--- src/verilog/vreader_pkg.sv ---
// shared widths, AXI constants, enums and beat attribute record; import into each vreader module
package vreader_pkg;

  // --------------------------------------------------
  // bus and buffer widths
  // --------------------------------------------------
  localparam int AXI_AW   = 32;  // byte address
  localparam int AXI_DW   = 64;  // R data bus
  localparam int AXI_NB   = 8;   // bytes per beat
  localparam int AXI_OFSW = 3;   // byte offset within a beat
  localparam int AXI_BCW  = 4;   // 0..8 bytes per beat
  localparam int LINE_DW  = 32;  // output line
  localparam int LINE_NB  = 4;
  localparam int LINE_BCW = 3;   // 0..4 bytes per line
  localparam int NBW      = 10;  // command byte count, 1..512
  localparam int BUF_BCW  = 4;   // aligner fill, up to 12

  // --------------------------------------------------
  // constant AR fields
  // --------------------------------------------------
  localparam logic [2:0] AR_SIZE       = 3'b011;   // 8 bytes per beat
  localparam logic [1:0] AR_BURST_INCR = 2'b01;
  localparam logic [3:0] AR_CACHE      = 4'b1111;  // write-back, allocate
  localparam logic [2:0] AR_PROT       = 3'b010;   // data, non-secure, unprivileged
  localparam logic [3:0] AR_ID         = 4'h0;     // single id keeps responses in order

  typedef enum logic [1:0] {
    RESP_OKAY   = 2'b00,
    RESP_EXOKAY = 2'b01,
    RESP_SLVERR = 2'b10,
    RESP_DECERR = 2'b11
  } axi_resp_e;

  // R-side sequencing
  typedef enum logic [1:0] {
    IDLE_RCH,
    BEAT0_RCH,  // first beat of a multi-beat burst
    DATA_RCH    // middle and final beats, or the only beat
  } rch_state_e;

  // per-burst info handed from AR side to R side
  typedef struct packed {
    logic [AXI_OFSW-1:0] ofs;         // start offset in first beat
    logic [7:0]          len;         // arlen
    logic [AXI_BCW-1:0]  first_bcnt;
    logic [AXI_BCW-1:0]  last_bcnt;
  } beat_attr_t;

endpackage

--- src/verilog/vreader_cmd_intake.sv ---
// command queue and burst setup; issues one AR per command and queues its beat attributes
`timescale 1ns/1ps

module vreader_cmd_intake import vreader_pkg::*; (
  input  logic               clk,
  input  logic               rst_n,
  input  logic               cmd_valid,
  output logic               cmd_ready,
  input  logic [AXI_AW-1:0]  cmd_addr,
  input  logic [NBW-1:0]     cmd_num_bytes,
  output logic               arvalid,
  input  logic               arready,
  output logic [AXI_AW-1:0]  araddr,
  output logic [7:0]         arlen,
  output logic [2:0]         arsize,
  output logic [1:0]         arburst,
  output logic [3:0]         arid,
  output logic [3:0]         arcache,
  output logic [2:0]         arprot,
  output logic               attr_valid,
  input  logic               attr_ready,
  output beat_attr_t         attr
);

  // --------------------------------------------------
  // command queue, 2 deep
  // --------------------------------------------------
  logic [AXI_AW-1:0]  cq_addr [2];
  logic [NBW-1:0]     cq_nb [2];
  logic               cq_wr, cq_rd;
  logic [1:0]         cq_cnt;
  logic               cq_push, load;

  assign cmd_ready = (cq_cnt != 2'd2);
  assign cq_push   = cmd_valid & cmd_ready;

  always_ff @(posedge clk) begin
    if (cq_push) begin
      cq_addr[cq_wr] <= cmd_addr;
      cq_nb[cq_wr]   <= cmd_num_bytes;
    end
  end

  always_ff @(posedge clk or negedge rst_n) begin
    if (!rst_n) begin
      cq_wr  <= 1'b0;
      cq_rd  <= 1'b0;
      cq_cnt <= 2'd0;
    end else begin
      if (cq_push) cq_wr <= ~cq_wr;
      if (load)    cq_rd <= ~cq_rd;
      cq_cnt <= cq_cnt + {1'b0, cq_push} - {1'b0, load};
    end
  end

  // --------------------------------------------------
  // burst attributes from queue head
  // --------------------------------------------------
  logic [AXI_AW-1:0]   hd_addr;
  logic [NBW-1:0]      hd_nb, rem_nb;
  logic [AXI_BCW-1:0]  room;
  beat_attr_t          calc;

  assign hd_addr = cq_addr[cq_rd];
  assign hd_nb   = cq_nb[cq_rd];

  always_comb begin
    calc.ofs        = hd_addr[AXI_OFSW-1:0];
    room            = AXI_BCW'(AXI_NB) - {1'b0, calc.ofs};  // bytes left in first beat
    calc.first_bcnt = (hd_nb <= NBW'(room)) ? hd_nb[AXI_BCW-1:0] : room;
    rem_nb          = hd_nb - NBW'(calc.first_bcnt);
    // extra beats, rounded up
    calc.len        = {1'b0, rem_nb[NBW-1:AXI_OFSW]} + {7'd0, |rem_nb[AXI_OFSW-1:0]};
    calc.last_bcnt  = (rem_nb[AXI_OFSW-1:0] == '0) ? AXI_BCW'(AXI_NB)
                                                    : {1'b0, rem_nb[AXI_OFSW-1:0]};
  end

  // --------------------------------------------------
  // AR register and attribute queue
  // --------------------------------------------------
  beat_attr_t  aq_mem [2];
  logic        aq_wr, aq_rd;
  logic [1:0]  aq_cnt;
  logic        aq_pop;

  // both sides need room, keeps AR order == attr order
  assign load   = (cq_cnt != 2'd0) & (~arvalid | arready) & (aq_cnt != 2'd2);
  assign aq_pop = attr_valid & attr_ready;

  always_ff @(posedge clk or negedge rst_n) begin
    if (!rst_n) arvalid <= 1'b0;
    else if (load) arvalid <= 1'b1;
    else if (arready) arvalid <= 1'b0;  // accepted, nothing new
  end

  always_ff @(posedge clk) begin
    if (load) begin
      araddr        <= hd_addr;  // unaligned address as given
      arlen         <= calc.len;
      aq_mem[aq_wr] <= calc;
    end
  end

  always_ff @(posedge clk or negedge rst_n) begin
    if (!rst_n) begin
      aq_wr  <= 1'b0;
      aq_rd  <= 1'b0;
      aq_cnt <= 2'd0;
    end else begin
      if (load)   aq_wr <= ~aq_wr;
      if (aq_pop) aq_rd <= ~aq_rd;
      aq_cnt <= aq_cnt + {1'b0, load} - {1'b0, aq_pop};
    end
  end

  assign attr_valid = (aq_cnt != 2'd0);
  assign attr       = aq_mem[aq_rd];

  assign arsize  = AR_SIZE;
  assign arburst = AR_BURST_INCR;
  assign arid    = AR_ID;
  assign arcache = AR_CACHE;
  assign arprot  = AR_PROT;

endmodule

--- src/verilog/vreader_beat_seq.sv ---
// R-channel sequencer; tells the aligner which bytes of each beat to keep and drives rready
`timescale 1ns/1ps

module vreader_beat_seq import vreader_pkg::*; (
  input  logic                 clk,
  input  logic                 rst_n,
  input  logic                 attr_valid,
  output logic                 attr_ready,
  input  beat_attr_t           attr,
  input  logic                 rvalid,
  input  logic                 rlast,
  output logic                 rready,
  input  logic [BUF_BCW-1:0]   free_bcnt,
  input  logic                 slot_free,
  output logic                 beat_valid,
  output logic [AXI_OFSW-1:0]  beat_ofs,
  output logic [AXI_BCW-1:0]   beat_bcnt,
  output logic                 beat_final,
  output logic                 beat_take
);

  rch_state_e  state, next_state, start_state;
  beat_attr_t  cur;         // attribute of burst in flight
  logic [7:0]  beats_left;  // beats after the current one
  logic        take, burst_end, pop;

  // --------------------------------------------------
  // per-beat offset and byte count
  // --------------------------------------------------
  assign beat_final = (state == DATA_RCH) && (beats_left == 8'd0);

  always_comb begin
    beat_ofs  = '0;
    beat_bcnt = '0;
    case (state)
      BEAT0_RCH: begin
        beat_ofs  = cur.ofs;
        beat_bcnt = cur.first_bcnt;
      end
      DATA_RCH: begin
        if (cur.len == 8'd0) begin  // one-beat burst, first and last at once
          beat_ofs  = cur.ofs;
          beat_bcnt = cur.first_bcnt;
        end else begin
          beat_bcnt = beat_final ? cur.last_bcnt : AXI_BCW'(AXI_NB);
        end
      end
      default: ;
    endcase
  end

  // stall when aligner is short of room, or resp slot is busy on the final beat
  assign rready = (state != IDLE_RCH) && (free_bcnt >= beat_bcnt) &&
                  (slot_free || !beat_final);

  assign take       = rvalid & rready;
  assign beat_valid = take;
  assign beat_take  = take;
  assign burst_end  = take & rlast;

  assign attr_ready  = (state == IDLE_RCH) || burst_end;
  assign pop         = attr_valid & attr_ready;
  assign start_state = (attr.len != 8'd0) ? BEAT0_RCH : DATA_RCH;

  // --------------------------------------------------
  // state machine
  // --------------------------------------------------
  always_comb begin
    next_state = state;
    case (state)
      IDLE_RCH:  if (attr_valid) next_state = start_state;
      BEAT0_RCH: if (take) next_state = DATA_RCH;
      DATA_RCH:  if (burst_end) next_state = attr_valid ? start_state : IDLE_RCH;
      default:   next_state = IDLE_RCH;
    endcase
  end

  always_ff @(posedge clk or negedge rst_n) begin
    if (!rst_n) begin
      state      <= IDLE_RCH;
      beats_left <= 8'd0;
    end else begin
      state <= next_state;
      if (pop)
        beats_left <= attr.len;
      else if (take && beats_left != 8'd0)
        beats_left <= beats_left - 8'd1;
    end
  end

  always_ff @(posedge clk) begin
    if (pop) cur <= attr;
  end

endmodule

--- src/verilog/vreader_byte_aligner.sv ---
// byte packer; appends kept beat bytes and offers 32-bit lines, flushing the tail of each burst
`timescale 1ns/1ps

module vreader_byte_aligner import vreader_pkg::*; (
  input  logic                 clk,
  input  logic                 rst_n,
  input  logic                 beat_valid,
  input  logic [AXI_DW-1:0]    rdata,
  input  logic [AXI_OFSW-1:0]  beat_ofs,
  input  logic [AXI_BCW-1:0]   beat_bcnt,
  input  logic                 beat_final,
  output logic [BUF_BCW-1:0]   free_bcnt,
  output logic                 line_valid,
  input  logic                 line_ready,
  output logic [LINE_DW-1:0]   line_data,
  output logic [LINE_BCW-1:0]  line_bcnt,
  output logic                 line_last
);

  localparam int BNB = AXI_NB + LINE_NB;  // 12 byte buffer

  logic [8*BNB-1:0]    buf_q, buf_shift, buf_next, app;
  logic [BNB-1:0]      app_mask;
  logic [AXI_DW-1:0]   sel;
  logic [BUF_BCW-1:0]  fill_q, base_fill, fill_next;
  logic                done_q;  // final beat absorbed, tail still in buffer
  logic                take;

  // --------------------------------------------------
  // line offer
  // --------------------------------------------------
  assign line_valid = (fill_q >= BUF_BCW'(LINE_NB)) || (done_q && fill_q != '0);
  assign line_bcnt  = (fill_q >= BUF_BCW'(LINE_NB)) ? LINE_BCW'(LINE_NB)
                                                    : fill_q[LINE_BCW-1:0];
  assign line_last  = done_q && (fill_q <= BUF_BCW'(LINE_NB));
  assign line_data  = buf_q[LINE_DW-1:0];
  assign take       = line_valid & line_ready;

  // no room for the next burst until the tail is out
  assign free_bcnt  = done_q ? '0 : BUF_BCW'(BNB) - fill_q;

  // --------------------------------------------------
  // shift out and append
  // --------------------------------------------------
  always_comb begin
    sel       = rdata >> {beat_ofs, 3'b000};  // first kept byte to bit 0
    base_fill = take ? fill_q - {1'b0, line_bcnt} : fill_q;
    buf_shift = take ? buf_q >> {line_bcnt, 3'b000} : buf_q;
    app       = {{(8*LINE_NB){1'b0}}, sel} << {base_fill, 3'b000};
    app_mask  = ((BNB'(1) << beat_bcnt) - BNB'(1)) << base_fill;
    for (int i = 0; i < BNB; i++) begin
      buf_next[8*i +: 8] = (beat_valid && app_mask[i]) ? app[8*i +: 8]
                                                        : buf_shift[8*i +: 8];
    end
    fill_next = base_fill + (beat_valid ? beat_bcnt : '0);
  end

  always_ff @(posedge clk) begin
    buf_q <= buf_next;  // bytes above fill are don't-care
  end

  always_ff @(posedge clk or negedge rst_n) begin
    if (!rst_n) begin
      fill_q <= '0;
      done_q <= 1'b0;
    end else begin
      fill_q <= fill_next;
      if (beat_valid && beat_final)
        done_q <= 1'b1;
      else if (take && line_last)  // burst fully drained
        done_q <= 1'b0;
    end
  end

endmodule

--- src/verilog/vreader_load_buffer.sv ---
// two-entry line FIFO in front of the data port; builds the byte strobe on entry
`timescale 1ns/1ps

module vreader_load_buffer import vreader_pkg::*; (
  input  logic                 clk,
  input  logic                 rst_n,
  input  logic                 line_valid,
  output logic                 line_ready,
  input  logic [LINE_DW-1:0]   line_data,
  input  logic [LINE_BCW-1:0]  line_bcnt,
  input  logic                 line_last,
  output logic                 data_valid,
  input  logic                 data_ready,
  output logic [LINE_DW-1:0]   data_data,
  output logic [LINE_NB-1:0]   data_strb,
  output logic                 data_last
);

  logic [LINE_DW-1:0]  mem_data [2];
  logic [LINE_NB-1:0]  mem_strb [2];
  logic                mem_last [2];
  logic [LINE_NB-1:0]  in_strb;
  logic                wr_ptr, rd_ptr, push, pop;
  logic [1:0]          cnt;

  // low line_bcnt bytes valid, always packed from byte 0
  assign in_strb = {LINE_NB{1'b1}} >> (LINE_NB - line_bcnt);

  assign line_ready = (cnt != 2'd2);
  assign data_valid = (cnt != 2'd0);
  assign push       = line_valid & line_ready;
  assign pop        = data_valid & data_ready;

  always_ff @(posedge clk) begin
    if (push) begin
      mem_data[wr_ptr] <= line_data;
      mem_strb[wr_ptr] <= in_strb;
      mem_last[wr_ptr] <= line_last;
    end
  end

  always_ff @(posedge clk or negedge rst_n) begin
    if (!rst_n) begin
      wr_ptr <= 1'b0;
      rd_ptr <= 1'b0;
      cnt    <= 2'd0;
    end else begin
      if (push) wr_ptr <= ~wr_ptr;
      if (pop)  rd_ptr <= ~rd_ptr;
      cnt <= cnt + {1'b0, push} - {1'b0, pop};
    end
  end

  assign data_data = mem_data[rd_ptr];
  assign data_strb = mem_strb[rd_ptr];
  assign data_last = mem_last[rd_ptr];

endmodule

--- src/verilog/vreader_resp_track.sv ---
// per-burst response; keeps the first SLVERR/DECERR and holds one response for the port
`timescale 1ns/1ps

module vreader_resp_track import vreader_pkg::*; (
  input  logic        clk,
  input  logic        rst_n,
  input  logic        beat_take,
  input  logic [1:0]  rresp,
  input  logic        rlast,
  output logic        slot_free,
  output logic        resp_valid,
  input  logic        resp_ready,
  output axi_resp_e   resp_resp
);

  axi_resp_e  beat_resp, first_err;
  logic       err_seen, is_err;

  assign beat_resp = axi_resp_e'(rresp);
  assign is_err    = (beat_resp == RESP_SLVERR) || (beat_resp == RESP_DECERR);
  assign slot_free = ~resp_valid | resp_ready;  // empty or draining now

  // --------------------------------------------------
  // first error of the burst in flight
  // --------------------------------------------------
  always_ff @(posedge clk or negedge rst_n) begin
    if (!rst_n) begin
      err_seen  <= 1'b0;
      first_err <= RESP_OKAY;
    end else if (beat_take) begin
      if (rlast)
        err_seen <= 1'b0;  // rearm for next burst
      else if (!err_seen && is_err) begin
        err_seen  <= 1'b1;
        first_err <= beat_resp;
      end
    end
  end

  // holding register, final beat is gated on slot_free upstream
  always_ff @(posedge clk or negedge rst_n) begin
    if (!rst_n) begin
      resp_valid <= 1'b0;
      resp_resp  <= RESP_OKAY;
    end else if (beat_take && rlast) begin
      resp_valid <= 1'b1;
      resp_resp  <= err_seen ? first_err : beat_resp;
    end else if (resp_ready) begin
      resp_valid <= 1'b0;
    end
  end

endmodule

--- src/verilog/axi_vreader.sv ---
// streaming AXI read loader top; one INCR burst per command, repacked into 32-bit lines
`timescale 1ns/1ps

module axi_vreader import vreader_pkg::*; (
  input  logic                clk,
  input  logic                rst_n,
  // command port
  input  logic                cmd_valid,
  output logic                cmd_ready,
  input  logic [AXI_AW-1:0]   cmd_addr,
  input  logic [NBW-1:0]      cmd_num_bytes,
  // AXI AR channel
  output logic                arvalid,
  input  logic                arready,
  output logic [AXI_AW-1:0]   araddr,
  output logic [7:0]          arlen,
  output logic [2:0]          arsize,
  output logic [1:0]          arburst,
  output logic [3:0]          arid,
  output logic [3:0]          arcache,
  output logic [2:0]          arprot,
  // AXI R channel
  input  logic                rvalid,
  output logic                rready,
  input  logic [AXI_DW-1:0]   rdata,
  input  logic [1:0]          rresp,
  input  logic                rlast,
  // line output
  output logic                data_valid,
  input  logic                data_ready,
  output logic [LINE_DW-1:0]  data_data,
  output logic [LINE_NB-1:0]  data_strb,
  output logic                data_last,
  // per-command response
  output logic                resp_valid,
  input  logic                resp_ready,
  output logic [1:0]          resp_resp
);

  // --------------------------------------------------
  // internal paths
  // --------------------------------------------------
  logic                 attr_valid, attr_ready;
  beat_attr_t           attr;
  logic                 beat_valid, beat_final, beat_take;
  logic [AXI_OFSW-1:0]  beat_ofs;
  logic [AXI_BCW-1:0]   beat_bcnt;
  logic [BUF_BCW-1:0]   free_bcnt;
  logic                 slot_free;
  logic                 line_valid, line_ready, line_last;
  logic [LINE_DW-1:0]   line_data;
  logic [LINE_BCW-1:0]  line_bcnt;

  vreader_cmd_intake u_cmd_intake (
    .clk, .rst_n,
    .cmd_valid, .cmd_ready, .cmd_addr, .cmd_num_bytes,
    .arvalid, .arready, .araddr, .arlen, .arsize, .arburst, .arid, .arcache, .arprot,
    .attr_valid, .attr_ready, .attr
  );

  vreader_beat_seq u_beat_seq (
    .clk, .rst_n,
    .attr_valid, .attr_ready, .attr,
    .rvalid, .rlast, .rready,
    .free_bcnt, .slot_free,
    .beat_valid, .beat_ofs, .beat_bcnt, .beat_final, .beat_take
  );

  vreader_byte_aligner u_byte_aligner (
    .clk, .rst_n,
    .beat_valid, .rdata, .beat_ofs, .beat_bcnt, .beat_final,
    .free_bcnt,
    .line_valid, .line_ready, .line_data, .line_bcnt, .line_last
  );

  vreader_load_buffer u_load_buffer (
    .clk, .rst_n,
    .line_valid, .line_ready, .line_data, .line_bcnt, .line_last,
    .data_valid, .data_ready, .data_data, .data_strb, .data_last
  );

  vreader_resp_track u_resp_track (
    .clk, .rst_n,
    .beat_take, .rresp, .rlast,
    .slot_free,
    .resp_valid, .resp_ready, .resp_resp
  );

endmodule

--- config.mk ---
export PLATFORM = sky130hd
export DESIGN_NAME = axi_vreader
export DESIGN_NICKNAME = d
export VERILOG_FILES = /design/src/verilog/vreader_pkg.sv /design/src/verilog/vreader_cmd_intake.sv /design/src/verilog/vreader_beat_seq.sv /design/src/verilog/vreader_byte_aligner.sv /design/src/verilog/vreader_load_buffer.sv /design/src/verilog/vreader_resp_track.sv /design/src/verilog/axi_vreader.sv
export SDC_FILE = /design/constraint.sdc
export NUM_CORES = 1
export LEC_CHECK = 0
export ABC_CLOCK_PERIOD_IN_PS = 5500
export BUFFER_PORTS_ARGS = -buffer_cell sky130_fd_sc_hd__clkbuf_2
export CORE_MARGIN = 2
export CORE_UTILIZATION = 45
export DETAILED_ROUTE_END_ITERATION = 12
export GPL_TIMING_DRIVEN = 0
export REMOVE_ABC_BUFFERS = 1
export SYNTH_ARGS = -nofsm -noshare
export SYNTH_HDL_FRONTEND = slang
export SYNTH_SLANG_ARGS = --single-unit
--- constraint.sdc ---
create_clock -name clk -period 5.5 [get_ports clk]
set_input_delay 0.825 -clock clk [delete_from_list [all_inputs] [get_ports clk]]
set_output_delay 0.825 -clock clk [all_outputs]
set_load 0.05 [all_outputs]
==> results of run 1 <==
[layout by cell type (no fill, tap or decap), types with 17 or more instances in the layout]
master       n
inv_1       43
ha_1        35
edfxtp_1   351
a21oi_1    111
xnor2_1     28
clkbuf_16   44
nand3_1     43
nor2b_1     17
nand2_1    333
o21ai_1     23
mux2i_1    181
a31oi_1     38
nor3_1      39
o21ai_0    100
clkbuf_2   199
conb_1      17
dfrtp_1     31
and2_1      42
o32ai_1     17
o211ai_1    23
nor2_1     153
a211oi_1    19
o22ai_1     45
mux2_2     124
a22oi_1     35
[area by class of cell]
type	count	area (sq um)
fill	4662	25270
multi-input combinational	1714	11590
sequential	385	11400
timing repair buffer	236	1665
clock buffer	51	1127
tap	688	860.8
clock inverter	26	220.2
inverter	52	201.4
timing repair inverter	2	10.01
[worst max-delay path, stage by stage, from the launching register on]
cell and delay, ps:
dfrtp_1 660, or2_4 620, nand2_1 130, ha_1 220, nor2_1 120, mux2_2 180, o31a_2 610, clkinvlp_4 540
nor2_1 320, nand2_1 390, o32a_2 690, a221oi_1 520, a21oi_1 110
[synthesized netlist by cell type, types with 6 or more instances]
master / number
xor2_1: 14
nor2b_1: 17
a31oi_1: 38
edfxtp_1: 351
a2bb2oi_1: 8
o21ai_1: 23
clkbuf_1: 113
nand3_1: 43
a22o_1: 10
o211ai_1: 23
a211o_1: 7
nor4_1: 7
o32ai_1: 17
a21o_1: 11
nand4_1: 14
a211oi_1: 19
mux2_2: 124
o21ai_0: 101
a22oi_1: 36
nand2b_1: 12
and2_1: 42
o31ai_1: 14
a311oi_1: 6
nor3_1: 41
o22ai_1: 45
nor2_1: 166
and3_1: 13
o2bb2ai_1: 9
dfrtp_1: 34
o32a_1: 8
buf_2: 22
xnor2_1: 28
mux2i_1: 185
a21oi_1: 112
inv_1: 48
o221ai_1: 6
buf_4: 20
buf_1: 22
a221oi_1: 13
ha_1: 35
o21a_1: 12
nand2_1: 333
a32oi_1: 8
[state kept, by name, summed over array words and instances (netlist names), 2 cells and up]
name                    flops
u_beat_seq.state            2
u_load_buffer.mem_last      2
u_load_buffer.mem_strb      8
u_byte_aligner.fill_q       4
u_cmd_intake.cq_addr       64
u_cmd_intake.cq_nb         20
u_cmd_intake.aq_mem        38
u_byte_aligner.buf_q       96
u_resp_track.resp_resp      2
u_load_buffer.mem_data     64
u_cmd_intake.cq_cnt         2
u_load_buffer.cnt           2
u_cmd_intake.arlen          8
u_beat_seq.cur             19
u_resp_track.first_err      2
u_cmd_intake.araddr        32
u_beat_seq.beats_left       8
u_cmd_intake.aq_cnt         2
[kinds of logic after synthesis]
logic type / count (synthesis)
AND/OR/NAND/NOR: 720
AO/OA/AOI/OAI: 584
flip-flops: 385
multiplexers: 312
buffers and inverters: 231
XOR/XNOR: 42
adder cells (fa/ha/maj): 37
other: 2
[metrics by stage]
stage	std cells	hold WS (ps)	area [sq um]
5_1_grt	3154	411.0	27070
6_report	3154	374.8	27070
2_1_floorplan	2149	421.5	22990
4_1_cts	3149	407.5	27000
3_3_place_gp	3036	424.4	24850
3_5_place_dp	3066	431.7	25580
[metal layers]
layer | part of all wire (%) | track usage (%)
met5 | 0.028 | 0
met4 | 4.7 | 12.32
met3 | 6.5 | 4.590
met2 | 49 | 44.44
met1 | 39 | 31.67
[path summary, 6_finish.rpt]
| path | startpoint | end | slack, ps | cells past startpoint |
|---|---|---|---|---|
| min in group clk | cmd_num_bytes[9] | u_cmd_intake.cq_nb[0][9] | 440 | 1 |
| worst min-delay path | rst_n | u_cmd_intake.aq_rd | 370 | 1 |
| worst max register to register | u_byte_aligner.fill_q[3] | u_byte_aligner.buf_q[47] | 100 | 12 |
| worst min register to register | u_byte_aligner.buf_q[6] | u_load_buffer.mem_data[0][6] | 440 | 0 |
| worst max-delay path | u_byte_aligner.fill_q[3] | u_byte_aligner.buf_q[47] | 100 | 12 |
| max in group asynchronous | rst_n | u_byte_aligner.fill_q[1] | 4420 | 1 |
[repair_timing]
item,in CTS,in global routing
gates cloned,3,1
resized for setup,8,9
setup endpoints to repair,135,66
pin swaps,3,0
buffers inserted,3,3
==> results_dict.tcl, run 1 <==
set metrics [dict create \
    wire_per_inst_um 22.98 \
    yosys.area.top_type "edfxtp_1" \
    post-route-period-util_pct 98.23 \
    htreeDepth 2 \
    pre_cts_slack_ps -988.3 \
    required_ps 5800 \
    worst_ep_arrival_time_ps 5700 \
    report.final.slew_viol_count 0 \
    setup_viol 0 \
    via_per_inst 6.144 \
    grt_remaining_overflow 0 \
    clkLatencyLatePin_ps 590 \
    grt_pass1_wl_mm 109.3 \
    drt-total-wl_mm 72.47 \
    die_x_um 233.6 \
    final_util_pct 51.73 \
    synthXorXnorAreaFrac_pct 1.551 \
    vias 19380 \
    ys_async_sr_fraction_pct 8.831 \
    start_kind "register" \
    synthAdderAreaFrac_pct 2.015 \
    root_buffer "clkbuf_16" \
    die_h_um 233.6 \
    port_buffers 199 \
    synth-compound-area-share_pct 16.77 \
    yosysWarnings 0 \
    synthMuxAreaShare_pct 13.88 \
    dr.pass1.iters 8 \
    crit_fanout 42 \
    syn_to_final_growth_pct 14.12 \
    synth_top_family_by_area "compound AO/OA/AOI/OAI gates" \
    hold_path_class "input pin to async pin" \
    clk_path_buf_depth 3 \
    path_class "register to register" \
    max_freq_mhz 185.1 \
    drv_cap 0 \
    rsz0062_at_grt "false" \
    synth_cells 2313 \
    synth_edf_count 351 \
    end_kind "register" \
    grt_max_degree 82 \
    status "complete, no violations" \
    synth_top_area_share_pct 44.43 \
    rows 84 \
    period_needed_ps 5403 \
    clk_pin_slew_worst_paths_ps 60 \
    ys_types 93 \
    ys_ff_latch 385 \
    cts_hold_buf 0 \
    synth_area_leaders "edfxtp_1 (44%), mux2i_1 (7.8%), mux2_2 (5.9%)" \
    seq_area_frac_synth_pct 48.02 \
    slew_headroom_pct 7.058 \
    hpwl_mm 51.47 \
    io_pins 216 \
    antenna_found_initial 2 \
    tightest_slew_ps 1389 \
    final_nets 2587 \
    cts_made_buffers 43 \
    design.core.area_sq_um 52340 \
    synth-main-ff-cell "edfxtp_1" \
    start_util_pct 45.32 \
    dieArea_sq_um 54570 \
    synth_area_sq_um 23720 \
    drtIter0Drc 1755 \
    synthSimpleGateAreaFrac_pct 13.58 \
    timing.final.ws_setup_ps 97.42 \
    antenna_cells 0 \
    detail-route-antenna-nets 0 \
    route.detailed.drc 0 \
    cts_tree "done" \
    grt_pass1_vias 19340 \
    hold_viol 0 \
    setup_tns_ps 0 \
    cts_sinks 385 \
    drive_above_1_share_pct 19.99 \
    fin_worst_skew_ps 26.48 \
    syn_area_per_cell_sq_um 10.26 \
    grt_use_total_pct 25.96 \
    finalWeightedCongestion 0.9123 \
]
Power of run 1 is not shown: default switching activity piles up to over one toggle a cycle in this logic, so the estimate is an artifact.
==> inputs of run 2 (changes only) <==
Settings changed: CAP_MARGIN set to 10, SYNTH_HIERARCHICAL set to 1.
==> run 2 against run 1 <==
Via count decreased by 10%. Worst hold slack improved by 60 ps. Sequential share of layout area is 0.92 points higher. Maximum frequency is 3.8% higher. Critical path type unchanged. Critical endpoint is now u_byte_aligner/buf_q[48]. Largest cell class is now registers. Highest routed layer is now met4.
==> results_dict.tcl, run 2 <==
set metrics [dict create \
    final_nets 2293 \
    drt-total-wl_mm 65.81 \
    rows 84 \
    grt_max_degree 99 \
    antenna_cells 0 \
    cts_tree "done" \
    hpwl_mm 45.48 \
    hold_viol 0 \
    cts_sinks 385 \
    start_kind "register" \
    yosysWarnings 6 \
    tightest_slew_ps 1278 \
    antenna_found_initial 0 \
    r2r_start "u_byte_aligner/fill_q[1]" \
    rsz0062_at_grt "false" \
    final_cell_mix "edfxtp_1 (351), clkbuf_2 (199), nand2_1 (191), mux2i_1 (177), mux2_2 (121)" \
    seq_area_frac_synth_pct 47.94 \
    setup_tns_ps 0 \
    via_per_inst 6.089 \
    drv_cap 0 \
    grt_remaining_overflow 0 \
    io_pins 216 \
    synth_area_leaders "edfxtp_1 (44%), mux2i_1 (7.5%), mux2_2 (5.7%)" \
    r2r_slack_ps 300 \
    synth_cells 2051 \
    worstPathCellList "inv_4 > ha_1 > nor3b_4 > a21o_4 > inv_4 > a211oi_4 > a221oi_2 > nand2_1 > nand3_2 > nand2_1" \
    vias 17400 \
    syn_area_per_cell_sq_um 11.58 \
    path_class "register to register" \
    largest-register "u_byte_aligner/buf_q" \
    layout_commonest_cell "edfxtp_1" \
    synth_top_area_share_pct 44.36 \
    largest_reg_flops 96 \
    syn_to_final_growth_pct 11.52 \
    period_needed_ps 5205 \
    hold_path_class "input pin to async pin" \
    largestRegisters "u_byte_aligner/buf_q: 96 flops, u_cmd_intake/cq_addr: 64 flops, u_load_buffer/mem_data: 64 flops" \
    report.final.slew_viol_count 0 \
    wire_per_inst_um 23.04 \
    dr.pass1.iters 6 \
    drtIter0Drc 1670 \
    grt_pass1_vias 17160 \
    ff2ff_path_depth 10 \
    synth_area_sq_um 23760 \
    start_util_pct 45.40 \
    clkLatencyLatePin_ps 550 \
    cts_made_buffers 39 \
    yosys-top-cells-count "edfxtp_1 (351), nand2_1 (195), mux2i_1 (179)" \
    dp.cells 2767 \
    synth_edf_count 351 \
    slowest_delay_ps 860 \
    die_x_um 233.8 \
    n_fill_cell 4617 \
    yosysMostFrequentCell "edfxtp_1" \
    rr_endpoint "u_byte_aligner/buf_q[48]" \
    slew_headroom_pct 14.82 \
    cts_hold_buf 0 \
    route.detailed.drc 0 \
    grt_pass1_wl_mm 98.77 \
    setup_viol 0 \
    yosys.area.top_type "edfxtp_1" \
    grt_use_total_pct 23.29 \
    clk_path_buf_depth 3 \
    root_buffer "clkbuf_16" \
    ys_types 110 \
    drive_above_1_share_pct 25.73 \
    fin_worst_skew_ps 16.15 \
    ys_ff_latch 385 \
    max_freq_mhz 192.1 \
    design.core.area_sq_um 52340 \
    dieArea_sq_um 54660 \
    detail-route-antenna-nets 0 \
    required_ps 5680 \
    clk_pin_slew_worst_paths_ps 70 \
    synth-main-ff-cell "edfxtp_1" \
    crit_fanout 69 \
    finalWeightedCongestion 0.8794 \
    status "complete, no violations" \
    post-route-period-util_pct 94.63 \
    stdcell_count 2857 \
    end_kind "register" \
    htreeDepth 2 \
    die_h_um 233.8 \
    ys_async_sr_fraction_pct 8.831 \
    port_buffers 199 \
    cpMaxStageDelayCell "dfrtp_4" \
    worst_ep_arrival_time_ps 5390 \
]
-- run 2: cell count changes in the layout (fill, tap and decap cells not counted), moves of 17 or more --
| cell | delta |
|---|---|
| nand2_1 | -142 |
| nor2_1 | -42 |
| nand3_1 | -23 |
| a21oi_1 | -17 |
| o21ai_0 | -49 |
| mux2_4 | +28 |
| o22ai_1 | -25 |
| and2_1 | -24 |
| mux4_2 | +37 |
| nor3_1 | -20 |
| a22oi_1 | -20 |
| a211oi_1 | +41 |
-- run 2: layout make-up --
class	count	area, sq um	area share [%]
sequential	385	11400	43.03
tap	688	860.8	3.249
timing repair buffer	229	1410	5.322
inverter	48	193.9	0.7319
clock inverter	17	235.2	0.8878
multi-input combinational	1437	11360	42.86
clock buffer	53	1039	3.919
-- run 2: logic make-up (layout without fill, tap and decap cells) --
logic type	count (synthesis)	after routing	synth area share [%]
XOR/XNOR	31	31	1.143
adder cells (fa/ha/maj)	37	37	2.012
multiplexers	372	372	18.94
flip-flops	385	385	47.94
AND/OR/NAND/NOR	507	508	10.46
buffers and inverters	246	347	5.334
other	4	18	0.06317
AO/OA/AOI/OAI	469	471	14.11
-- run 2: repair_timing --
action | CTS | global route
cloned | 2 | 1
endpoints found under the hold margin | 0 | 0
resized for setup | 21 | 15
setup endpoints to repair | 182 | 147
pin swaps | 2 | 5
buffers inserted | 2 | 14
-- run 2: how the worst max path moves through the flow --
stage | slack [ps] | depth (start not counted) | endpoint | start
after floorplan | -1800 | 10 | u_byte_aligner/buf_q[64] | u_byte_aligner/fill_q[1]
after global placement | -5650 | 10 | u_byte_aligner/buf_q[67] | u_byte_aligner/fill_q[1]
after detailed placement | -1490 | 9 | u_byte_aligner/buf_q[64] | u_byte_aligner/fill_q[3]
after CTS | 10 | 15 | u_byte_aligner/buf_q[32] | u_beat_seq/beats_left[2]
after global routing | 20 | 20 | u_cmd_intake/arlen[3] | u_cmd_intake/cq_rd
final | 300 | 10 | u_byte_aligner/buf_q[48] | u_byte_aligner/fill_q[1]
-- run 2: critical path: cells and delay by family (launching register included) --
kind,cells,cell delay (ps)
simple gates,4,1560
compound gates,3,1220
buf+inv,2,740
fa+ha+maj,1,390
flops,1,860
-- run 2: per-stage QoR --
stage	hold slack (ps)	utilization (%)	worst slack, ps	cell area, sq um
2_1_floorplan	421.5	-	-1801	22730
4_1_cts	433.7	50.23	10.76	26290
5_1_grt	437.0	50.62	18.75	26500
3_5_place_dp	435.2	47.58	-1488	24900
3_3_place_gp	426.4	46.97	-5652	24580
6_report	434.7	50.62	295.3	26500
-- run 2: metal layers --
layer | share of wire (%) | vias up | global-route usage [%]
li1 | - | 8001 | -
met1 | 41 | 8710 | 30.04
met2 | 50 | 547 | 39.94
met3 | 4.8 | 138 | 2.675
met4 | 4.2 | 0 | 9.454
met5 | 0 | - | 0
Power of run 2 is left out for the same reason.
